<file path="config.mk">
export PLATFORM = sky130hd
export DESIGN_NAME = delay_path
export DESIGN_NICKNAME = d
export VERILOG_FILES = /design/src/hw/delay_pkg.sv /design/src/hw/delay_line.sv /design/src/hw/delay_out.sv /design/src/hw/delay_path.sv /design/src/hw/delay_regs.sv
export SDC_FILE = /design/constraint.sdc
export NUM_CORES = 1
export LEC_CHECK = 0
export BUFFER_PORTS_ARGS = -buffer_cell sky130_fd_sc_hd__buf_2
export CAP_MARGIN = 20
export CORE_ASPECT_RATIO = 0.9
export CORE_MARGIN = 4
export CORE_UTILIZATION = 44
export DETAILED_ROUTE_END_ITERATION = 8
export PLACE_DENSITY = 0.63
export SYNTH_ARGS = -nofsm -noshare
export SYNTH_HDL_FRONTEND = slang
export SYNTH_SLANG_ARGS = --single-unit
</file>
<file path="constraint.sdc">
create_clock -name ACLK -period 3.5 [get_ports ACLK]
set_input_delay 0 -clock ACLK [delete_from_list [all_inputs] [get_ports ACLK]]
set_output_delay 0 -clock ACLK [all_outputs]
set_load 0.005 [all_outputs]
</file>
<file path="src/hw/delay_pkg.sv">
package delay_pkg;

   // register map, byte offsets in the low address byte
   localparam logic [7:0] REG_DELAY_ENABLE = 8'h00;
   localparam logic [7:0] REG_DELAY_MUX    = 8'h01;
   localparam logic [7:0] REG_DELAY_LENGTH = 8'h02;
   localparam logic [7:0] REG_HOST_RESET   = 8'h03;

   // AXI response codes
   localparam logic [1:0] AXI_RESP_OKAY   = 2'b00;
   localparam logic [1:0] AXI_RESP_SLVERR = 2'b10;

   // delay length register width
   localparam int LEN_WIDTH = 32;

endpackage

</file>
<file path="src/hw/delay_line.sv">
`timescale 1ns/100ps

module delay_line #(
   parameter int SAMPLE_WIDTH = 16,
   parameter int DEPTH_LOG2   = 5
) (
   input  logic                            ACLK,
   input  logic                            ARESETN,
   input  logic [SAMPLE_WIDTH-1:0]         sample_in,
   input  logic                            sample_in_valid,
   input  logic                            delay_enable,
   input  logic [delay_pkg::LEN_WIDTH-1:0] delay_length,
   input  logic                            host_reset,
   output logic [SAMPLE_WIDTH-1:0]         line_sample,
   output logic [SAMPLE_WIDTH-1:0]         line_delayed,
   output logic                            line_delayed_ok,
   output logic                            line_valid
);

   localparam int DEPTH = 1 << DEPTH_LOG2;
   localparam logic [DEPTH_LOG2-1:0] MAX_LEN = DEPTH_LOG2'(DEPTH - 1);

   logic [SAMPLE_WIDTH-1:0] ring [DEPTH];
   logic [DEPTH_LOG2-1:0]   wr_ptr;
   logic [DEPTH_LOG2-1:0]   rd_ptr;
   logic [DEPTH_LOG2-1:0]   fill;
   logic [DEPTH_LOG2-1:0]   len;
   logic                    store;

   // clamp length to 1 .. DEPTH-1
   always_comb begin
      if (delay_length == '0) begin
         len = DEPTH_LOG2'(1);
      end else if (delay_length > delay_pkg::LEN_WIDTH'(MAX_LEN)) begin
         len = MAX_LEN;
      end else begin
         len = delay_length[DEPTH_LOG2-1:0];
      end
   end

   assign rd_ptr = wr_ptr - len;
   assign store  = sample_in_valid && delay_enable && !host_reset;

   // write pointer and fill count
   always_ff @(posedge ACLK) begin
      if (!ARESETN) begin
         wr_ptr <= '0;
         fill   <= '0;
      end else if (sample_in_valid && host_reset) begin
         fill <= '0;
      end else if (store) begin
         wr_ptr <= wr_ptr + 1'b1;
         // saturates, L never exceeds DEPTH-1
         if (fill != MAX_LEN) begin
            fill <= fill + 1'b1;
         end
      end
   end

   always_ff @(posedge ACLK) begin
      if (store) begin
         ring[wr_ptr] <= sample_in;
      end
   end

   // stage 1 output register, read happens before this write lands
   always_ff @(posedge ACLK) begin
      line_sample     <= sample_in;
      line_delayed    <= ring[rd_ptr];
      line_delayed_ok <= !host_reset && (fill >= len);
   end

   always_ff @(posedge ACLK) begin
      if (!ARESETN) begin
         line_valid <= 1'b0;
      end else begin
         line_valid <= sample_in_valid;
      end
   end

endmodule

</file>
<file path="src/hw/delay_out.sv">
`timescale 1ns/100ps

module delay_out #(
   parameter int SAMPLE_WIDTH = 16
) (
   input  logic                    ACLK,
   input  logic                    ARESETN,
   input  logic [SAMPLE_WIDTH-1:0] line_sample,
   input  logic [SAMPLE_WIDTH-1:0] line_delayed,
   input  logic                    line_delayed_ok,
   input  logic                    line_valid,
   input  logic                    delay_enable,
   input  logic                    delay_mux,
   output logic [SAMPLE_WIDTH-1:0] sample_out,
   output logic                    sample_out_valid
);

   logic                    enable_q;
   logic                    mux_q;
   logic [SAMPLE_WIDTH-1:0] selected;

   // controls captured with the sample as it enters stage 1
   always_ff @(posedge ACLK) begin
      if (!ARESETN) begin
         enable_q <= 1'b0;
         mux_q    <= 1'b0;
      end else begin
         enable_q <= delay_enable;
         mux_q    <= delay_mux;
      end
   end

   always_comb begin
      if (!mux_q) begin
         selected = line_sample;
      end else if (!enable_q || !line_delayed_ok) begin
         // muted, or line not yet filled
         selected = '0;
      end else begin
         selected = line_delayed;
      end
   end

   always_ff @(posedge ACLK) begin
      sample_out <= selected;
   end

   always_ff @(posedge ACLK) begin
      if (!ARESETN) begin
         sample_out_valid <= 1'b0;
      end else begin
         sample_out_valid <= line_valid;
      end
   end

endmodule

</file>
<file path="src/hw/delay_path.sv">
`timescale 1ns/100ps

module delay_path #(
   parameter int AXI_DATA_WIDTH = 32,
   parameter int AXI_ADDR_WIDTH = 32,
   parameter int SAMPLE_WIDTH   = 16,
   parameter int DEPTH_LOG2     = 5
) (
   input  logic                        ACLK,
   input  logic                        ARESETN,

   input  logic [AXI_ADDR_WIDTH-1:0]   AWADDR,
   input  logic                        AWVALID,
   output logic                        AWREADY,
   input  logic [AXI_DATA_WIDTH-1:0]   WDATA,
   input  logic [AXI_DATA_WIDTH/8-1:0] WSTRB,
   input  logic                        WVALID,
   output logic                        WREADY,
   output logic [1:0]                  BRESP,
   output logic                        BVALID,
   input  logic                        BREADY,
   input  logic [AXI_ADDR_WIDTH-1:0]   ARADDR,
   input  logic                        ARVALID,
   output logic                        ARREADY,
   output logic [AXI_DATA_WIDTH-1:0]   RDATA,
   output logic [1:0]                  RRESP,
   output logic                        RVALID,
   input  logic                        RREADY,

   input  logic [SAMPLE_WIDTH-1:0]     sample_in,
   input  logic                        sample_in_valid,
   output logic [SAMPLE_WIDTH-1:0]     sample_out,
   output logic                        sample_out_valid,
   output logic                        host_reset
);

   logic                            delay_enable;
   logic                            delay_mux;
   logic [delay_pkg::LEN_WIDTH-1:0] delay_length;
   logic [SAMPLE_WIDTH-1:0]         line_sample;
   logic [SAMPLE_WIDTH-1:0]         line_delayed;
   logic                            line_delayed_ok;
   logic                            line_valid;

   delay_regs #(
      .AXI_DATA_WIDTH (AXI_DATA_WIDTH),
      .AXI_ADDR_WIDTH (AXI_ADDR_WIDTH)
   ) u_regs (
      .ACLK         (ACLK),
      .ARESETN      (ARESETN),
      .AWADDR       (AWADDR),
      .AWVALID      (AWVALID),
      .AWREADY      (AWREADY),
      .WDATA        (WDATA),
      .WSTRB        (WSTRB),
      .WVALID       (WVALID),
      .WREADY       (WREADY),
      .BRESP        (BRESP),
      .BVALID       (BVALID),
      .BREADY       (BREADY),
      .ARADDR       (ARADDR),
      .ARVALID      (ARVALID),
      .ARREADY      (ARREADY),
      .RDATA        (RDATA),
      .RRESP        (RRESP),
      .RVALID       (RVALID),
      .RREADY       (RREADY),
      .delay_enable (delay_enable),
      .delay_mux    (delay_mux),
      .delay_length (delay_length),
      .host_reset   (host_reset)
   );

   // stage 1
   delay_line #(
      .SAMPLE_WIDTH (SAMPLE_WIDTH),
      .DEPTH_LOG2   (DEPTH_LOG2)
   ) u_line (
      .ACLK            (ACLK),
      .ARESETN         (ARESETN),
      .sample_in       (sample_in),
      .sample_in_valid (sample_in_valid),
      .delay_enable    (delay_enable),
      .delay_length    (delay_length),
      .host_reset      (host_reset),
      .line_sample     (line_sample),
      .line_delayed    (line_delayed),
      .line_delayed_ok (line_delayed_ok),
      .line_valid      (line_valid)
   );

   // stage 2
   delay_out #(
      .SAMPLE_WIDTH (SAMPLE_WIDTH)
   ) u_out (
      .ACLK             (ACLK),
      .ARESETN          (ARESETN),
      .line_sample      (line_sample),
      .line_delayed     (line_delayed),
      .line_delayed_ok  (line_delayed_ok),
      .line_valid       (line_valid),
      .delay_enable     (delay_enable),
      .delay_mux        (delay_mux),
      .sample_out       (sample_out),
      .sample_out_valid (sample_out_valid)
   );

endmodule

</file>
<file path="src/hw/delay_regs.sv">
`timescale 1ns/100ps

module delay_regs #(
   parameter int AXI_DATA_WIDTH = 32,
   parameter int AXI_ADDR_WIDTH = 32
) (
   input  logic                          ACLK,
   input  logic                          ARESETN,

   input  logic [AXI_ADDR_WIDTH-1:0]     AWADDR,
   input  logic                          AWVALID,
   output logic                          AWREADY,

   input  logic [AXI_DATA_WIDTH-1:0]     WDATA,
   input  logic [AXI_DATA_WIDTH/8-1:0]   WSTRB,
   input  logic                          WVALID,
   output logic                          WREADY,

   output logic [1:0]                    BRESP,
   output logic                          BVALID,
   input  logic                          BREADY,

   input  logic [AXI_ADDR_WIDTH-1:0]     ARADDR,
   input  logic                          ARVALID,
   output logic                          ARREADY,

   output logic [AXI_DATA_WIDTH-1:0]     RDATA,
   output logic [1:0]                    RRESP,
   output logic                          RVALID,
   input  logic                          RREADY,

   output logic                          delay_enable,
   output logic                          delay_mux,
   output logic [delay_pkg::LEN_WIDTH-1:0] delay_length,
   output logic                          host_reset
);

   localparam logic [1:0] WR_IDLE = 2'd0;
   localparam logic [1:0] WR_DATA = 2'd1;
   localparam logic [1:0] WR_RESP = 2'd2;

   localparam logic RD_IDLE = 1'b0;
   localparam logic RD_RESP = 1'b1;

   logic [1:0]                wr_state;
   logic [7:0]                wr_addr;
   logic                      wr_fire;
   logic                      wr_mapped;

   logic                      rd_state;
   logic                      rd_fire;
   logic [AXI_DATA_WIDTH-1:0] rd_data_next;
   logic [1:0]                rd_resp_next;

   assign AWREADY = (wr_state == WR_IDLE);
   assign WREADY  = (wr_state == WR_DATA);
   assign BVALID  = (wr_state == WR_RESP);

   assign ARREADY = (rd_state == RD_IDLE);
   assign RVALID  = (rd_state == RD_RESP);

   assign wr_fire   = WREADY && WVALID;
   assign wr_mapped = (wr_addr <= delay_pkg::REG_HOST_RESET);
   assign rd_fire   = ARREADY && ARVALID;

   // write channel FSM
   always_ff @(posedge ACLK) begin
      if (!ARESETN) begin
         wr_state <= WR_IDLE;
         wr_addr  <= '0;
      end else begin
         case (wr_state)
            WR_IDLE: begin
               if (AWVALID) begin
                  wr_addr  <= AWADDR[7:0];
                  wr_state <= WR_DATA;
               end
            end
            WR_DATA: begin
               if (WVALID) begin
                  wr_state <= WR_RESP;
               end
            end
            WR_RESP: begin
               if (BREADY) begin
                  wr_state <= WR_IDLE;
               end
            end
            default: wr_state <= WR_IDLE;
         endcase
      end
   end

   always_ff @(posedge ACLK) begin
      if (wr_fire) begin
         BRESP <= wr_mapped ? delay_pkg::AXI_RESP_OKAY : delay_pkg::AXI_RESP_SLVERR;
      end
   end

   // control registers, written on the W handshake
   always_ff @(posedge ACLK) begin
      if (!ARESETN) begin
         delay_enable <= 1'b0;
         delay_mux    <= 1'b0;
         delay_length <= '0;
         host_reset   <= 1'b0;
      end else if (wr_fire) begin
         case (wr_addr)
            delay_pkg::REG_DELAY_ENABLE: begin
               if (WSTRB[0]) begin
                  delay_enable <= WDATA[0];
               end
            end
            delay_pkg::REG_DELAY_MUX: begin
               if (WSTRB[0]) begin
                  delay_mux <= WDATA[0];
               end
            end
            delay_pkg::REG_DELAY_LENGTH: begin
               // only the strobed byte lanes change
               for (int i = 0; i < delay_pkg::LEN_WIDTH / 8; i++) begin
                  if (WSTRB[i]) begin
                     delay_length[8*i +: 8] <= WDATA[8*i +: 8];
                  end
               end
            end
            delay_pkg::REG_HOST_RESET: begin
               if (WSTRB[0]) begin
                  host_reset <= WDATA[0];
               end
            end
            default: begin
            end
         endcase
      end
   end

   // read decode, sampled at AR acceptance
   always_comb begin
      rd_data_next = '0;
      rd_resp_next = delay_pkg::AXI_RESP_OKAY;
      case (ARADDR[7:0])
         delay_pkg::REG_DELAY_ENABLE: rd_data_next[0] = delay_enable;
         delay_pkg::REG_DELAY_MUX:    rd_data_next[0] = delay_mux;
         delay_pkg::REG_DELAY_LENGTH: rd_data_next = AXI_DATA_WIDTH'(delay_length);
         delay_pkg::REG_HOST_RESET:   rd_data_next[0] = host_reset;
         default:                     rd_resp_next = delay_pkg::AXI_RESP_SLVERR;
      endcase
   end

   // read channel FSM
   always_ff @(posedge ACLK) begin
      if (!ARESETN) begin
         rd_state <= RD_IDLE;
      end else begin
         case (rd_state)
            RD_IDLE: begin
               if (ARVALID) begin
                  rd_state <= RD_RESP;
               end
            end
            RD_RESP: begin
               if (RREADY) begin
                  rd_state <= RD_IDLE;
               end
            end
            default: rd_state <= RD_IDLE;
         endcase
      end
   end

   // held stable until RREADY
   always_ff @(posedge ACLK) begin
      if (rd_fire) begin
         RDATA <= rd_data_next;
         RRESP <= rd_resp_next;
      end
   end

endmodule

</file>
==> reports/metrics.csv <==
metric;value;unit
total gr overflow;0;
failing checks;negative setup slack;
R2R depth;14;
Mapped Area;0.02506;mm²
post-synth top area share;65.43;%
setup repair after global routing missed its margin;true;
top post-synthesis cells by area;edfxtp_1, mux4_2, dfxtp_1;
number of max-cap violations;0;
Vias;14450;
post-synthesis sequential area ratio;74.14;%
Final nets;1944;
die height;234.4;µm
Root Driver;clkbuf_16;
critical path launch point type;flip-flop;
Layout area overhead;25.57;%
share of layout cells above drive strength 1;30.73;%
cell mode on critical path;buf_12;
post-synth top area cell;edfxtp_1;
Peak VDD IR;0.3834;mV
Worst Path Arrival;4300;ps
WL final;62220;µm
Site Rows;82;
max-slew violations;0;
CP max stage delay;790;ps
CTS tree;built;
CP max FO;7;
Yosys warning total;0;
Die Wd;259.6;µm
Power Density;521.6;mW/mm²
FF-to-FF End;u_line.line_delayed[8];
Yosys reg bits;655;
Finish-stage setup viols;16;
Max-slew headroom;40.35;%
crit path kind;flip-flop to flip-flop;
Bufs on Longest Clock Path;3;
Critical Path End Type;flip-flop;
measured slew at the worst slew-check pin;894.8;ps
Worst-path clk slew;60;ps
Hold WS;59.39;ps
Worst Hold Depth;4;
final hold vios;0;
Fill cells;4273;
initial antenna violation count;1;
most common cell after layout, fill and taps aside;edfxtp_1;
buffers added on ports;132;
Clock Skew;21.02;ps
fin crit period;3818;ps
GPL Wtd Cong;0.7581;
RR Startpoint;u_regs.delay_length[7];
Tot GR Track Use;20.53;%
most frequent cells in the layout;edfxtp_1, nand3_1, buf_2;
clk sinks;655;
Synth Flop Type;edfxtp_1;
Ports;183;
Synth cell types;49;
CP required;3980;ps
Starting Density;44.73;%
number of buffers created by CTS;67;
pin count of the biggest net entering global routing;57;
Total Die Area;0.06084;mm²
CORE AREA;0.05602;mm²
setup ws final;-318.1;ps
HP Start;WSTRB[2];
H-tree depth;3;
slowest CP cell;fa_4;
share of flip-flops with an asynchronous set or reset;0;%
antenna viol nets, final;0;
number of synthesized flops with an enable pin;546;
diodes inserted;0;
DR DRC count;0;
vias in the first global route;14690;
P_leak;10.68;nW
first-pass GRT wire length;92870;µm
Clk Latency, worst-skew pair;600;ps
CP Cell Sequence;nor4_1, and4_4, nand4_4, a211o_1, ha_4, fa_4, buf_6, buf_12, buf_16, buf_12, mux4_2, nand3_2, nand4_1, mux2_4;
Vias/cell;5.532;
Final period util;109.1;%
post-DP HPWL;35040;µm
outcome;finished, violations left;
Mapped Cells;1416;
DR iter-0 viols;1354;
wire per inst;23.83;µm
hold crit path type;primary input to flip-flop;
reg2reg setup slack;-320;ps
DRT Pass-1 Iters;6;
final core utilization;56.17;%
Mean Syn Cell Area;17.70;µm²
Min-Delay Endpoint;u_regs.delay_length[23];
fmax;261.9;MHz
cell type report:
type	instances	area, µm²	share of cell area [%]
Clock buffer	87	1804	5.734
Clock inverter	33	236.5	0.7516
Inverter	22	82.58	0.2625
Multi-Input combinational cell	660	6365	20.23
Sequential cell	655	18580	59.06
Tap cell	756	945.9	3.006
Timing Repair Buffer	398	3448	10.96
cell usage after synthesis (4+ instances only):
cell / number
edfxtp_1: 546
nand3_1: 163
mux4_2: 129
dfxtp_1: 109
nand2_1: 86
clkbuf_1: 61
nor2_1: 49
and2_1: 39
a21boi_0: 37
nand4_1: 35
inv_1: 21
o21ai_0: 17
buf_2: 16
ha_1: 15
mux2_4: 10
nor2b_1: 8
mux2_2: 6
nor4_1: 6
a21boi_1: 5
xnor2_1: 5
a21o_1: 4
a21oi_1: 4
o21a_1: 4
xor2_1: 4
timing repair:
item                                    in CTS  in global routing
buffers inserted                            17                 20
hold buffers                               121                  0
pin swaps                                   11                 21
endpoints found under the setup margin      16                 25
cloned                                       5                  0
resized for setup                           34                 38
endpoints found under the hold margin      583                  0
worst max-delay path: cells and delay by family, from the launching register on:
family / cells / cell delay, ps
adders and majority gates: 2 / 970
AOI/OAI and AO/OA: 1 / 290
DFF: 1 / 320
buffers and inverters: 4 / 500
and+or+nand+nor: 5 / 980
muxes: 2 / 650
metal layers:
layer  vias to the layer above  routed length [µm]  GRT usage [%]
li1                       6326                   -              -
met4                         0                1308          4.974
met1                      7427               26170          28.35
met3                       100                5316          5.410
met2                       592               29430          33.07
met5                         -                   0              0
metrics by stage:
stage | instance area (µm²) | TNS (ps) | instances | power [W] | setup WS (ps)
after floorplan | 25060 | 0 | 1417 | 0.009162 | 52.84
after global placement | 27400 | -5800 | 2329 | 0.009597 | -481.1
after detailed placement | 27420 | -5544 | 2330 | 0.009617 | -522.4
after CTS | 31130 | -4251 | 2593 | 0.01648 | -302.9
after global routing | 31460 | -5268 | 2611 | 0.01693 | -375.3
final | 31460 | -3773 | 2611 | 0.01641 | -318.1
where the power goes:
group          switching [W]  leakage (nW)  internal [W]
sequential         0.0000526          5.84       0.00853
clock                0.00286          1.01       0.00386
combinational       0.000587          3.83      0.000520
kinds of logic after synthesis:
| group | synth area share (%) |
|---|---|
| multiplexers | 12.58 |
| AND/OR/NAND/NOR | 8.229 |
| buffers and inverters | 1.668 |
| flip-flops | 74.14 |
| XOR/XNOR | 0.5093 |
| AO/OA/AOI/OAI | 2.027 |
| other | 0.01497 |
| adder cells (fa/ha/maj) | 0.8289 |
worst max-delay path by stage:
stage	endpoint	slack, ps	depth (start not counted)	startpoint
floorplan	u_line.line_delayed[10]	50	11	u_regs.delay_length[29]
global placement	u_line.line_delayed[0]	-480	11	u_regs.delay_length[5]
detailed placement	u_line.line_delayed[0]	-520	12	u_regs.delay_length[5]
CTS	u_line.line_delayed[1]	-300	12	u_regs.delay_length[5]
global route	u_line.line_delayed[14]	-380	13	u_regs.delay_length[5]
finish	u_line.line_delayed[8]	-320	14	u_regs.delay_length[7]
flip-flops by register name, indices dropped and copies added, names as in the netlist:
name and flops:
u_regs.delay_length 32, u_line.ring 512, u_regs.delay_mux 1, u_out.mux_q 1
u_regs.wr_addr 8, u_line.line_delayed_ok 1, u_regs.BRESP 1, u_regs.host_reset 1
u_line.line_sample 16, u_line.wr_ptr 5, u_out.sample_out_valid 1, u_line.line_valid 1
u_line.line_delayed 16, u_out.enable_q 1, u_out.sample_out 16, u_regs.RVALID 1
u_line.fill 5, u_regs.wr_state 2, u_regs.delay_enable 1, u_regs.RRESP 1
u_regs.RDATA 32
Power figures use the tool's default switching activity.
